## config.mk

```make
export PLATFORM = sky130hd
export DESIGN_NAME = qa_top
export DESIGN_NICKNAME = d
export VERILOG_FILES = /design/src/hw/qa_pkg.sv /design/src/hw/qa_csr.sv /design/src/hw/qa_status_writer.sv /design/src/hw/qa_line_tester.sv /design/src/hw/qa_write_arb.sv /design/src/hw/qa_top.sv
export VERILOG_INCLUDE_DIRS = /design/src /design/src/hw
export SDC_FILE = /design/constraint.sdc
export NUM_CORES = 1
export LEC_CHECK = 0
export BUFFER_PORTS_ARGS = -buffer_cell sky130_fd_sc_hd__buf_4
export CAP_MARGIN = 40
export CORE_ASPECT_RATIO = 1.75
export CORE_MARGIN = 5
export CORE_UTILIZATION = 59
export CTS_BUF_LIST = sky130_fd_sc_hd__clkbuf_2 sky130_fd_sc_hd__clkbuf_4 sky130_fd_sc_hd__clkbuf_8
export DETAILED_ROUTE_END_ITERATION = 12
export GPL_TIMING_DRIVEN = 1
export PLACE_DENSITY = 0.86
export SYNTH_ARGS = -nofsm -noshare
export SYNTH_HDL_FRONTEND = slang
export SYNTH_SLANG_ARGS = --single-unit
export TNS_END_PERCENT = 100
```

## constraint.sdc

```tcl
create_clock -name clk -period 5.9 [get_ports clk]
set_input_delay 0.59 -clock clk [delete_from_list [all_inputs] [get_ports clk]]
set_output_delay 0.59 -clock clk [all_outputs]
set_load 0.005 [all_outputs]
```

## src/hw/qa_defines.svh

```systemverilog
// QA shared constants for line width, status area size, register map and identifier words
`ifndef QA_DEFINES_SVH
`define QA_DEFINES_SVH

// One host cache line, in bits
`define QA_LINE_BITS 128

// Lines in the host status area that the tests touch
`define QA_DSM_LINES 16

// Accelerator identifier, word 0 is the lowest word of the line
`define QA_AFU_ID_W0 32'haced0000
`define QA_AFU_ID_W1 32'haced0001
`define QA_AFU_ID_W2 32'haced0002
`define QA_AFU_ID_W3 32'haced0003

// Host register addresses on the 4-bit CSR port
`define QA_CSR_ADDR_DSM_BASE  4'h0
`define QA_CSR_ADDR_ENABLE    4'h1
`define QA_CSR_ADDR_DEBUG     4'h2
`define QA_CSR_ADDR_NUM_LINES 4'h3

`endif

```

## src/hw/qa_pkg.sv

```systemverilog
// QA package with the CSR state, write channel and status line types
`include "qa_defines.svh"

package qa_pkg;

    // ==============================
    // Control state
    // ==============================

    // Held register values plus the one-cycle command pulses
    typedef struct packed {
        logic [31:0] dsm_base;
        logic        dsm_base_valid;
        logic        enable_test;
        // Zero means no debug trigger this cycle
        logic [7:0]  trigger_debug;
        logic [3:0]  num_lines;
    } csr_state_t;

    // ==============================
    // Write channel
    // ==============================

    // A peer holds request high until it sees its grant bit
    typedef struct packed {
        logic                      request;
        logic [31:0]               address;
        logic [`QA_LINE_BITS-1:0]  data;
    } wr_req_t;

    typedef struct packed {
        logic status_grant;
        logic tester_grant;
    } wr_grant_t;

    // Outgoing host channel, valid is high for one cycle per write
    typedef struct packed {
        logic                      valid;
        logic [31:0]               address;
        logic [`QA_LINE_BITS-1:0]  data;
    } host_wr_t;

    // ==============================
    // Status line
    // ==============================

    typedef logic [31:0] debug_rsp_t;

    // Debug dump layout, the response sits in the lowest word
    typedef struct packed {
        logic [`QA_LINE_BITS-41:0] pad;
        logic [7:0]                req;
        debug_rsp_t                rsp;
    } debug_line_t;

    // Line 0 carries either the identifier or a debug dump
    typedef union packed {
        logic [3:0][31:0] id;
        debug_line_t      dbg;
    } status_line_u;

endpackage

```

## src/hw/qa_csr.sv

```systemverilog
// QA CSR block that turns host register writes into held state and command pulses
`include "qa_defines.svh"

module qa_csr
    (
        input  logic                clk,
        input  logic                resetb,
        input  logic                csr_wr,
        input  logic [3:0]          csr_addr,
        input  logic [31:0]         csr_data,
        output qa_pkg::csr_state_t  csr,
        output qa_pkg::debug_rsp_t  dbg_csr
    );

    logic [31:0] dsm_base;
    logic        dsm_base_valid;
    logic        enable_test;
    logic [7:0]  trigger_debug;
    logic [3:0]  num_lines;
    logic [31:0] wr_count;

    // The base address is plain payload and only changes on its own write
    always_ff @(posedge clk)
    begin
        if (csr_wr && (csr_addr == `QA_CSR_ADDR_DSM_BASE))
        begin
            dsm_base <= csr_data;
        end
    end

    // Held bits, pulses and the write counter
    always_ff @(posedge clk)
    begin
        if (!resetb)
        begin
            dsm_base_valid <= 1'b0;
            enable_test    <= 1'b0;
            trigger_debug  <= 8'd0;
            num_lines      <= 4'd0;
            wr_count       <= 32'd0;
        end
        else
        begin
            // Pulses fall back to zero unless this cycle sets them again
            enable_test   <= csr_wr && (csr_addr == `QA_CSR_ADDR_ENABLE);
            trigger_debug <= 8'd0;
            if (csr_wr)
            begin
                wr_count <= wr_count + 32'd1;
                case (csr_addr)
                    `QA_CSR_ADDR_DSM_BASE:  dsm_base_valid <= 1'b1;
                    `QA_CSR_ADDR_DEBUG:     trigger_debug  <= csr_data[7:0];
                    `QA_CSR_ADDR_NUM_LINES: num_lines      <= csr_data[3:0];
                    default:                ;
                endcase
            end
        end
    end

    assign csr = '{dsm_base:       dsm_base,
                   dsm_base_valid: dsm_base_valid,
                   enable_test:    enable_test,
                   trigger_debug:  trigger_debug,
                   num_lines:      num_lines};

    assign dbg_csr = wr_count;

endmodule

```

## src/hw/qa_status_writer.sv

```systemverilog
// QA status writer that posts the identifier or a debug dump to status line 0
`include "qa_defines.svh"

module qa_status_writer
    (
        input  logic                clk,
        input  logic                resetb,
        input  qa_pkg::csr_state_t  csr,
        input  qa_pkg::wr_grant_t   write_grant,
        input  qa_pkg::debug_rsp_t  dbg_csr,
        input  qa_pkg::debug_rsp_t  dbg_tester,
        input  qa_pkg::debug_rsp_t  dbg_arb,
        output qa_pkg::wr_req_t     status_writer
    );

    typedef enum logic [1:0] {ST_INIT, ST_IDLE, ST_DEBUG} state_t;

    state_t               state;
    state_t               next_state;
    logic [7:0]           dbg_req;
    qa_pkg::debug_rsp_t   dbg_rsp;
    qa_pkg::debug_rsp_t   dbg_sel;
    qa_pkg::status_line_u line;

    // ==============================
    // FSM
    // ==============================

    always_ff @(posedge clk)
    begin
        if (!resetb)
        begin
            state <= ST_INIT;
        end
        else
        begin
            state <= next_state;
        end
    end

    // Only one write is in flight; a grant always finishes it first
    always_comb
    begin
        next_state = state;
        if (write_grant.status_grant)
        begin
            next_state = ST_IDLE;
        end
        else if (csr.enable_test)
        begin
            // A new test announces itself by rewriting the identifier
            next_state = ST_INIT;
        end
        else if (csr.trigger_debug != 8'd0)
        begin
            next_state = ST_DEBUG;
        end
    end

    // ==============================
    // Debug capture
    // ==============================

    // Index 1 and any unknown index report the CSR write count
    always_comb
    begin
        case (csr.trigger_debug)
            8'd2:    dbg_sel = dbg_tester;
            8'd3:    dbg_sel = dbg_arb;
            default: dbg_sel = dbg_csr;
        endcase
    end

    // The word is frozen at trigger time so later traffic does not move it
    always_ff @(posedge clk)
    begin
        if (csr.trigger_debug != 8'd0)
        begin
            dbg_req <= csr.trigger_debug;
            dbg_rsp <= dbg_sel;
        end
    end

    // Build line 0 through whichever view matches the state
    always_comb
    begin
        line = '0;
        if (state == ST_DEBUG)
        begin
            line.dbg.req = dbg_req;
            line.dbg.rsp = dbg_rsp;
        end
        else
        begin
            line.id[0] = `QA_AFU_ID_W0;
            line.id[1] = `QA_AFU_ID_W1;
            line.id[2] = `QA_AFU_ID_W2;
            line.id[3] = `QA_AFU_ID_W3;
        end
    end

    // Nothing goes out until the host has given a base address
    assign status_writer.request = (state != ST_IDLE) && csr.dsm_base_valid;
    assign status_writer.address = csr.dsm_base;
    assign status_writer.data    = line;

endmodule

```

## src/hw/qa_line_tester.sv

```systemverilog
// QA line tester that writes a counted run of patterned lines after status line 0
`include "qa_defines.svh"

module qa_line_tester
    (
        input  logic                clk,
        input  logic                resetb,
        input  qa_pkg::csr_state_t  csr,
        input  qa_pkg::wr_grant_t   write_grant,
        output qa_pkg::wr_req_t     tester_writer,
        output qa_pkg::debug_rsp_t  dbg_tester
    );

    logic [3:0]  run_idx;
    logic [3:0]  remaining;
    logic [31:0] lines_written;
    logic [31:0] pattern;

    // Run position and remaining count
    always_ff @(posedge clk)
    begin
        if (!resetb)
        begin
            run_idx   <= 4'd0;
            remaining <= 4'd0;
        end
        else if (csr.enable_test)
        begin
            // A fresh enable restarts the run even if one is still going
            run_idx   <= 4'd0;
            remaining <= csr.num_lines;
        end
        else if (write_grant.tester_grant)
        begin
            run_idx   <= run_idx + 4'd1;
            remaining <= remaining - 4'd1;
        end
    end

    // Lifetime count, a grant that meets an enable still counts as written
    always_ff @(posedge clk)
    begin
        if (!resetb)
        begin
            lines_written <= 32'd0;
        end
        else if (write_grant.tester_grant)
        begin
            lines_written <= lines_written + 32'd1;
        end
    end

    assign pattern = 32'h5a00_0000 + {28'd0, run_idx};

    // Line k of the run lands right after status line 0
    assign tester_writer.request = (remaining != 4'd0);
    assign tester_writer.address = csr.dsm_base + 32'd1 + {28'd0, run_idx};
    assign tester_writer.data    = {(`QA_LINE_BITS / 32){pattern}};

    assign dbg_tester = lines_written;

endmodule

```

## src/hw/qa_write_arb.sv

```systemverilog
// QA write arbiter that shares the host write channel between the two peers round robin
`include "qa_defines.svh"

module qa_write_arb
    (
        input  logic                clk,
        input  logic                resetb,
        input  qa_pkg::wr_req_t     status_writer,
        input  qa_pkg::wr_req_t     tester_writer,
        input  logic                almost_full,
        output qa_pkg::wr_grant_t   write_grant,
        output qa_pkg::host_wr_t    host_wr,
        output qa_pkg::debug_rsp_t  dbg_arb
    );

    logic                     last_was_tester;
    logic                     hw_valid;
    logic [31:0]              hw_address;
    logic [`QA_LINE_BITS-1:0] hw_data;
    logic [31:0]              grant_count;

    // Grants are combinational; a tie goes to whoever lost last time
    always_comb
    begin
        write_grant = '0;
        if (!almost_full)
        begin
            if (status_writer.request && tester_writer.request)
            begin
                write_grant.status_grant = last_was_tester;
                write_grant.tester_grant = !last_was_tester;
            end
            else
            begin
                write_grant.status_grant = status_writer.request;
                write_grant.tester_grant = tester_writer.request;
            end
        end
    end

    // ==============================
    // Channel register
    // ==============================

    // Reset leaves the status writer ahead on the first tie
    always_ff @(posedge clk)
    begin
        if (!resetb)
        begin
            last_was_tester <= 1'b1;
            hw_valid        <= 1'b0;
            grant_count     <= 32'd0;
        end
        else
        begin
            hw_valid <= write_grant.status_grant || write_grant.tester_grant;
            if (write_grant.status_grant || write_grant.tester_grant)
            begin
                last_was_tester <= write_grant.tester_grant;
                grant_count     <= grant_count + 32'd1;
            end
        end
    end

    // Address and data of the winner, one cycle behind the grant
    always_ff @(posedge clk)
    begin
        if (write_grant.status_grant)
        begin
            hw_address <= status_writer.address;
            hw_data    <= status_writer.data;
        end
        else if (write_grant.tester_grant)
        begin
            hw_address <= tester_writer.address;
            hw_data    <= tester_writer.data;
        end
    end

    assign host_wr = '{valid:   hw_valid,
                       address: hw_address,
                       data:    hw_data};
    assign dbg_arb = grant_count;

endmodule

```

## src/hw/qa_top.sv

```systemverilog
// QA top level joining the CSR block, the status writer, the line tester and the arbiter
module qa_top
    (
        input  logic              clk,
        input  logic              resetb,
        input  logic              csr_wr,
        input  logic [3:0]        csr_addr,
        input  logic [31:0]       csr_data,
        input  logic              almost_full,
        output qa_pkg::host_wr_t  host_wr
    );

    qa_pkg::csr_state_t  csr;
    qa_pkg::wr_req_t     status_writer;
    qa_pkg::wr_req_t     tester_writer;
    qa_pkg::wr_grant_t   write_grant;
    qa_pkg::debug_rsp_t  dbg_csr;
    qa_pkg::debug_rsp_t  dbg_tester;
    qa_pkg::debug_rsp_t  dbg_arb;

    // Host register decode
    qa_csr qa_csr_i
        (.clk(clk), .resetb(resetb), .csr_wr(csr_wr), .csr_addr(csr_addr),
         .csr_data(csr_data), .csr(csr), .dbg_csr(dbg_csr));

    // The two peers sharing the write channel
    qa_status_writer qa_status_writer_i
        (.clk(clk), .resetb(resetb), .csr(csr), .write_grant(write_grant),
         .dbg_csr(dbg_csr), .dbg_tester(dbg_tester), .dbg_arb(dbg_arb),
         .status_writer(status_writer));

    qa_line_tester qa_line_tester_i
        (.clk(clk), .resetb(resetb), .csr(csr), .write_grant(write_grant),
         .tester_writer(tester_writer), .dbg_tester(dbg_tester));

    qa_write_arb qa_write_arb_i
        (.clk(clk), .resetb(resetb), .status_writer(status_writer),
         .tester_writer(tester_writer), .almost_full(almost_full),
         .write_grant(write_grant), .host_wr(host_wr), .dbg_arb(dbg_arb));

endmodule

```

==> summary.md <==
| Metric | Value |
|---|---|
| Fill cells | 1480 |
| Gr usage total | 23.0% |
| Reg clk slew, reported paths | around 0.070 ns |
| YS warnings | 0 |
| Setup crit start | qa_line_tester_i.remaining[0] |
| Final setup margin | approximately 2.7 ns |
| Final Setup Violations | 0 |
| Yosys top cell area share | a little under two fifths |
| Dpl hpwl | around 20000 um |
| WS Path Type | reg -> reg |
| Data required, critical path | slightly above 6 ns |
| Die area | ~24000 um2 |
| Worst Hold Depth | 1 |
| I/O pin count | around 200 |
| Area leader, netlist | edfxtp_1 |
| H-tree levels | 2 |
| Signal arrival time at the worst endpoint | around 3.5 ns |
| Starting Density | 59.7% |
| FP Rows | 70 |
| RD Place Congestion | around 0.90 |
| FF+latch area | about 7000 um2 |
| Status | finished, final reports clean |
| Most common cell on crit path | inv_1 |
| Worst IR Drop VDD | between 100 and 150 uV |
| Post_cts resized | 0 |
| Area Growth Syn to Fin | 14.8% |
| Postcts setup bufs | 0 |
| TritonCTS clock tree | built |
| Final Hold Fails | 0 |
| Vias | ~9000 |
| Grt peak-use layer | met2 |
| GRT met3 Usage | under 10% |
| Reg2reg start | qa_line_tester_i.remaining[0] |
| Largest net degree at the start of global routing | 84 |
| Slew headroom | a little over two fifths |
| Hold endpoint | qa_csr_i.dsm_base[8] |
| CP top delay family | buffers and inverters |
| Worst path depth | 10 |
| Placed cells | approximately 1500 |
| Final ANT Viol Nets | 0 |
| Synth unique cells | 43 |
| Via/cell ratio | about 5.7 |
| CP Cell Sequence | inv_1 > ha_1 > nor3b_1 > o2111a_1 > buf_4 > inv_1 > buf_8 > o211ai_1 > or4_1 > xnor2_1 |
| Layout cells sized above 1 | between 10% and 20% |
| Core area | 20800 um2 |
| Total grt overflow | 0 |
| Max cap viols | 0 |
| LEAKAGE | between 5 and 6 nW |
| Num CTS Buffers | 39 |
| Slowest CP cell | or4_1 |
| Clock sinks | roughly 270 |
| # diodes | 0 |
| WL/cell | 17.9 um |
| CP Max Fanout | 34 |
| Reg2reg end | qa_write_arb_i.hw_address[25] |
| Synth Flop Type | edfxtp_1 |
| Setup Skew | between 0.015 and 0.02 ns |
| CP Launch Type | flip-flop |
| Synth top area cells | edfxtp_1, dfxtp_1, buf_4 |
| CP endpoint kind | flip-flop |
| CP peak stage delay | approximately 0.57 ns |
| Post-synth EDFFs | 152 |
| Clock Path Buffers | 3 |
| Multi-input logic area | approximately 4700 um2 |
| CTS root buffer | clkbuf_8 |
| Hold Crit Start | csr_data[8] |
| Initial antenna violation count | 0 |
| Layout Nets | ~1300 |
| Max Fclk | ~0.31 GHz |
| #FFs+latches synth | 274 |
| Worst-margin pin slew | slightly below 0.9 ns |
| Final Max Slew Viols | 0 |
| IO buf count | ~160 |
| RSZ-0062 raised after global routing | no |
| Met1 global-route usage | 24.8% |
| Clk_lat worst skew | roughly 0.52 ns |
| Average size of a mapped cell | 10.6 um2 |
| First-pass GRT wire length | about 45000 um |
| DRT iter0 DRCs | about 770 |
| Die Wd | roughly 120 um |
| Final period util | 54.2% |
| DRC errors left | 0 |
| P per Cell Area | ~330 nW/um2 |
| Die height | a little over 200 um |
| Min-delay worst type | in -> reg |
| Final WL | approximately 28000 um |
| Post-Synthesis Cells | about 1200 |
| Synth Cell Area | ~12000 um2 |
| Vias in the first global route | roughly 9000 |
| Met2 usage in global routing | a little over two fifths |
| Worst R2R Path Depth | 10 |
| Initial DRT Pass Iterations | 5 |
| Synth async-reset ratio | 0% |
| R2R setup slack | around 2.7 ns |
| Post-CTS Hold Fix Bufs | 0 |
| Utilization after layout | a little under 70% |
| CP Buf/Inv Count | 4 |
| Minimum clock period | around 3.2 ns |
| Sequential element share of the synthesized area | between 50 and 60% |
| Non-Filler Instances | about 1600 |
| Pre-CTS WS | between 2 and 3 ns |
| Setup TNS | 0 ns |
placed cells by master (no fill, tap or decap), types with 3 or more instances in the layout:
cell,n
a21o_1,8
a21oi_1,24
and2_1,12
and3_1,32
and4_1,19
buf_4,172
clkbuf_4,15
clkbuf_8,45
clkinv_2,8
conb_1,41
dfxtp_1,121
edfxtp_1,152
ha_1,10
inv_1,17
mux2i_1,56
nand2_1,121
nand2b_1,21
nand3_1,35
nand3b_1,4
nand4_1,41
nor2_1,115
nor2b_1,3
nor3_1,23
nor3b_1,6
nor4_1,37
nor4b_1,3
o21ai_0,51
or3_1,10
or4_1,4
xnor2_1,69
xor2_1,27
cell usage after synthesis (2+ instances only):
cell / count
a21o_1: 8
a21oi_1: 24
a22o_1: 2
and2_1: 12
and3_1: 32
and4_1: 19
buf_1: 3
buf_2: 3
buf_4: 81
clkbuf_1: 45
dfxtp_1: 122
edfxtp_1: 152
ha_1: 10
inv_1: 18
mux2i_1: 56
nand2_1: 121
nand2b_1: 21
nand3_1: 35
nand3b_1: 4
nand4_1: 41
nand4b_1: 2
nor2_1: 116
nor2b_1: 3
nor3_1: 23
nor3b_1: 7
nor4_1: 37
nor4b_1: 3
o211ai_1: 2
o21ai_0: 51
or3_1: 10
or4_1: 4
xnor2_1: 69
xor2_1: 27
cell families after synthesis:
kind of cell | share of synthesized area [%]
muxes | 4.50
buffers and inverters | 7.00
adders and majority gates | 1.17
xor gates and xnor gates | 6.76
other | 0.0301
AOI/OAI and AO/OA | 4.27
and+or+nand+nor | 20.0
DFF | 56.3
where the power goes:
part           internal [mW]  switching, mW  total (mW)
clock                  0.838          0.690        1.53
combinational          0.402          0.415       0.817
sequential              2.28          0.113        2.39
total                   3.52           1.22        4.74
worst max-delay path by stage:
stage and to:
4_1_cts qa_write_arb_i.hw_address[25], 3_3_place_gp qa_write_arb_i.hw_address[25], 5_1_grt qa_write_arb_i.hw_address[25], 3_5_place_dp qa_write_arb_i.hw_address[25], 2_1_floorplan qa_write_arb_i.hw_address[0], 6_report qa_write_arb_i.hw_address[25]
sequential cells by signal (all words and copies together), names as in the netlist:
name and cells:
qa_csr_i.dsm_base 32, qa_write_arb_i.dbg_arb 32, qa_status_writer_i.state 2, qa_write_arb_i.last_was_tester 1
qa_write_arb_i.hw_data 48, qa_line_tester_i.run_idx 4, qa_status_writer_i.dbg_req 8, qa_status_writer_i.dbg_rsp 32
qa_csr_i.dsm_base_valid 1, qa_csr_i.enable_test 1, qa_line_tester_i.dbg_tester 32, qa_line_tester_i.remaining 4
qa_write_arb_i.hw_address 32, qa_csr_i.trigger_debug 8, qa_write_arb_i.hw_valid 1, qa_csr_i.num_lines 4
qa_csr_i.dbg_csr 32
metal layers:
metal | part of all wire (%) | wire length, um
met1 | 35 | 9980
met2 | 55 | 15500
met3 | 6.5 | 1830
met4 | 3.6 | 1020
met5 | 0 | 0
cell type report:
type | instances | share of cell area (%)
clock buffers | 60 | 5.12
well taps | 252 | 2.21
inverters | 18 | 0.473
clock inverters | 11 | 0.543
flip-flops and latches | 274 | 49.0
multi-input cells | 789 | 33.2
repair buffers | 176 | 9.45
per-stage QoR:
stage          hold WS (ns)  power, mW  instance area [um2]
2_1_floorplan         0.406       2.85                12600
3_3_place_gp          0.416       3.21                13400
3_5_place_dp          0.434       3.26                13500
4_1_cts               0.226       4.78                14300
5_1_grt               0.223       4.94                14300
6_report              0.245       4.74                14300
(Power assumes the default switching activity.)
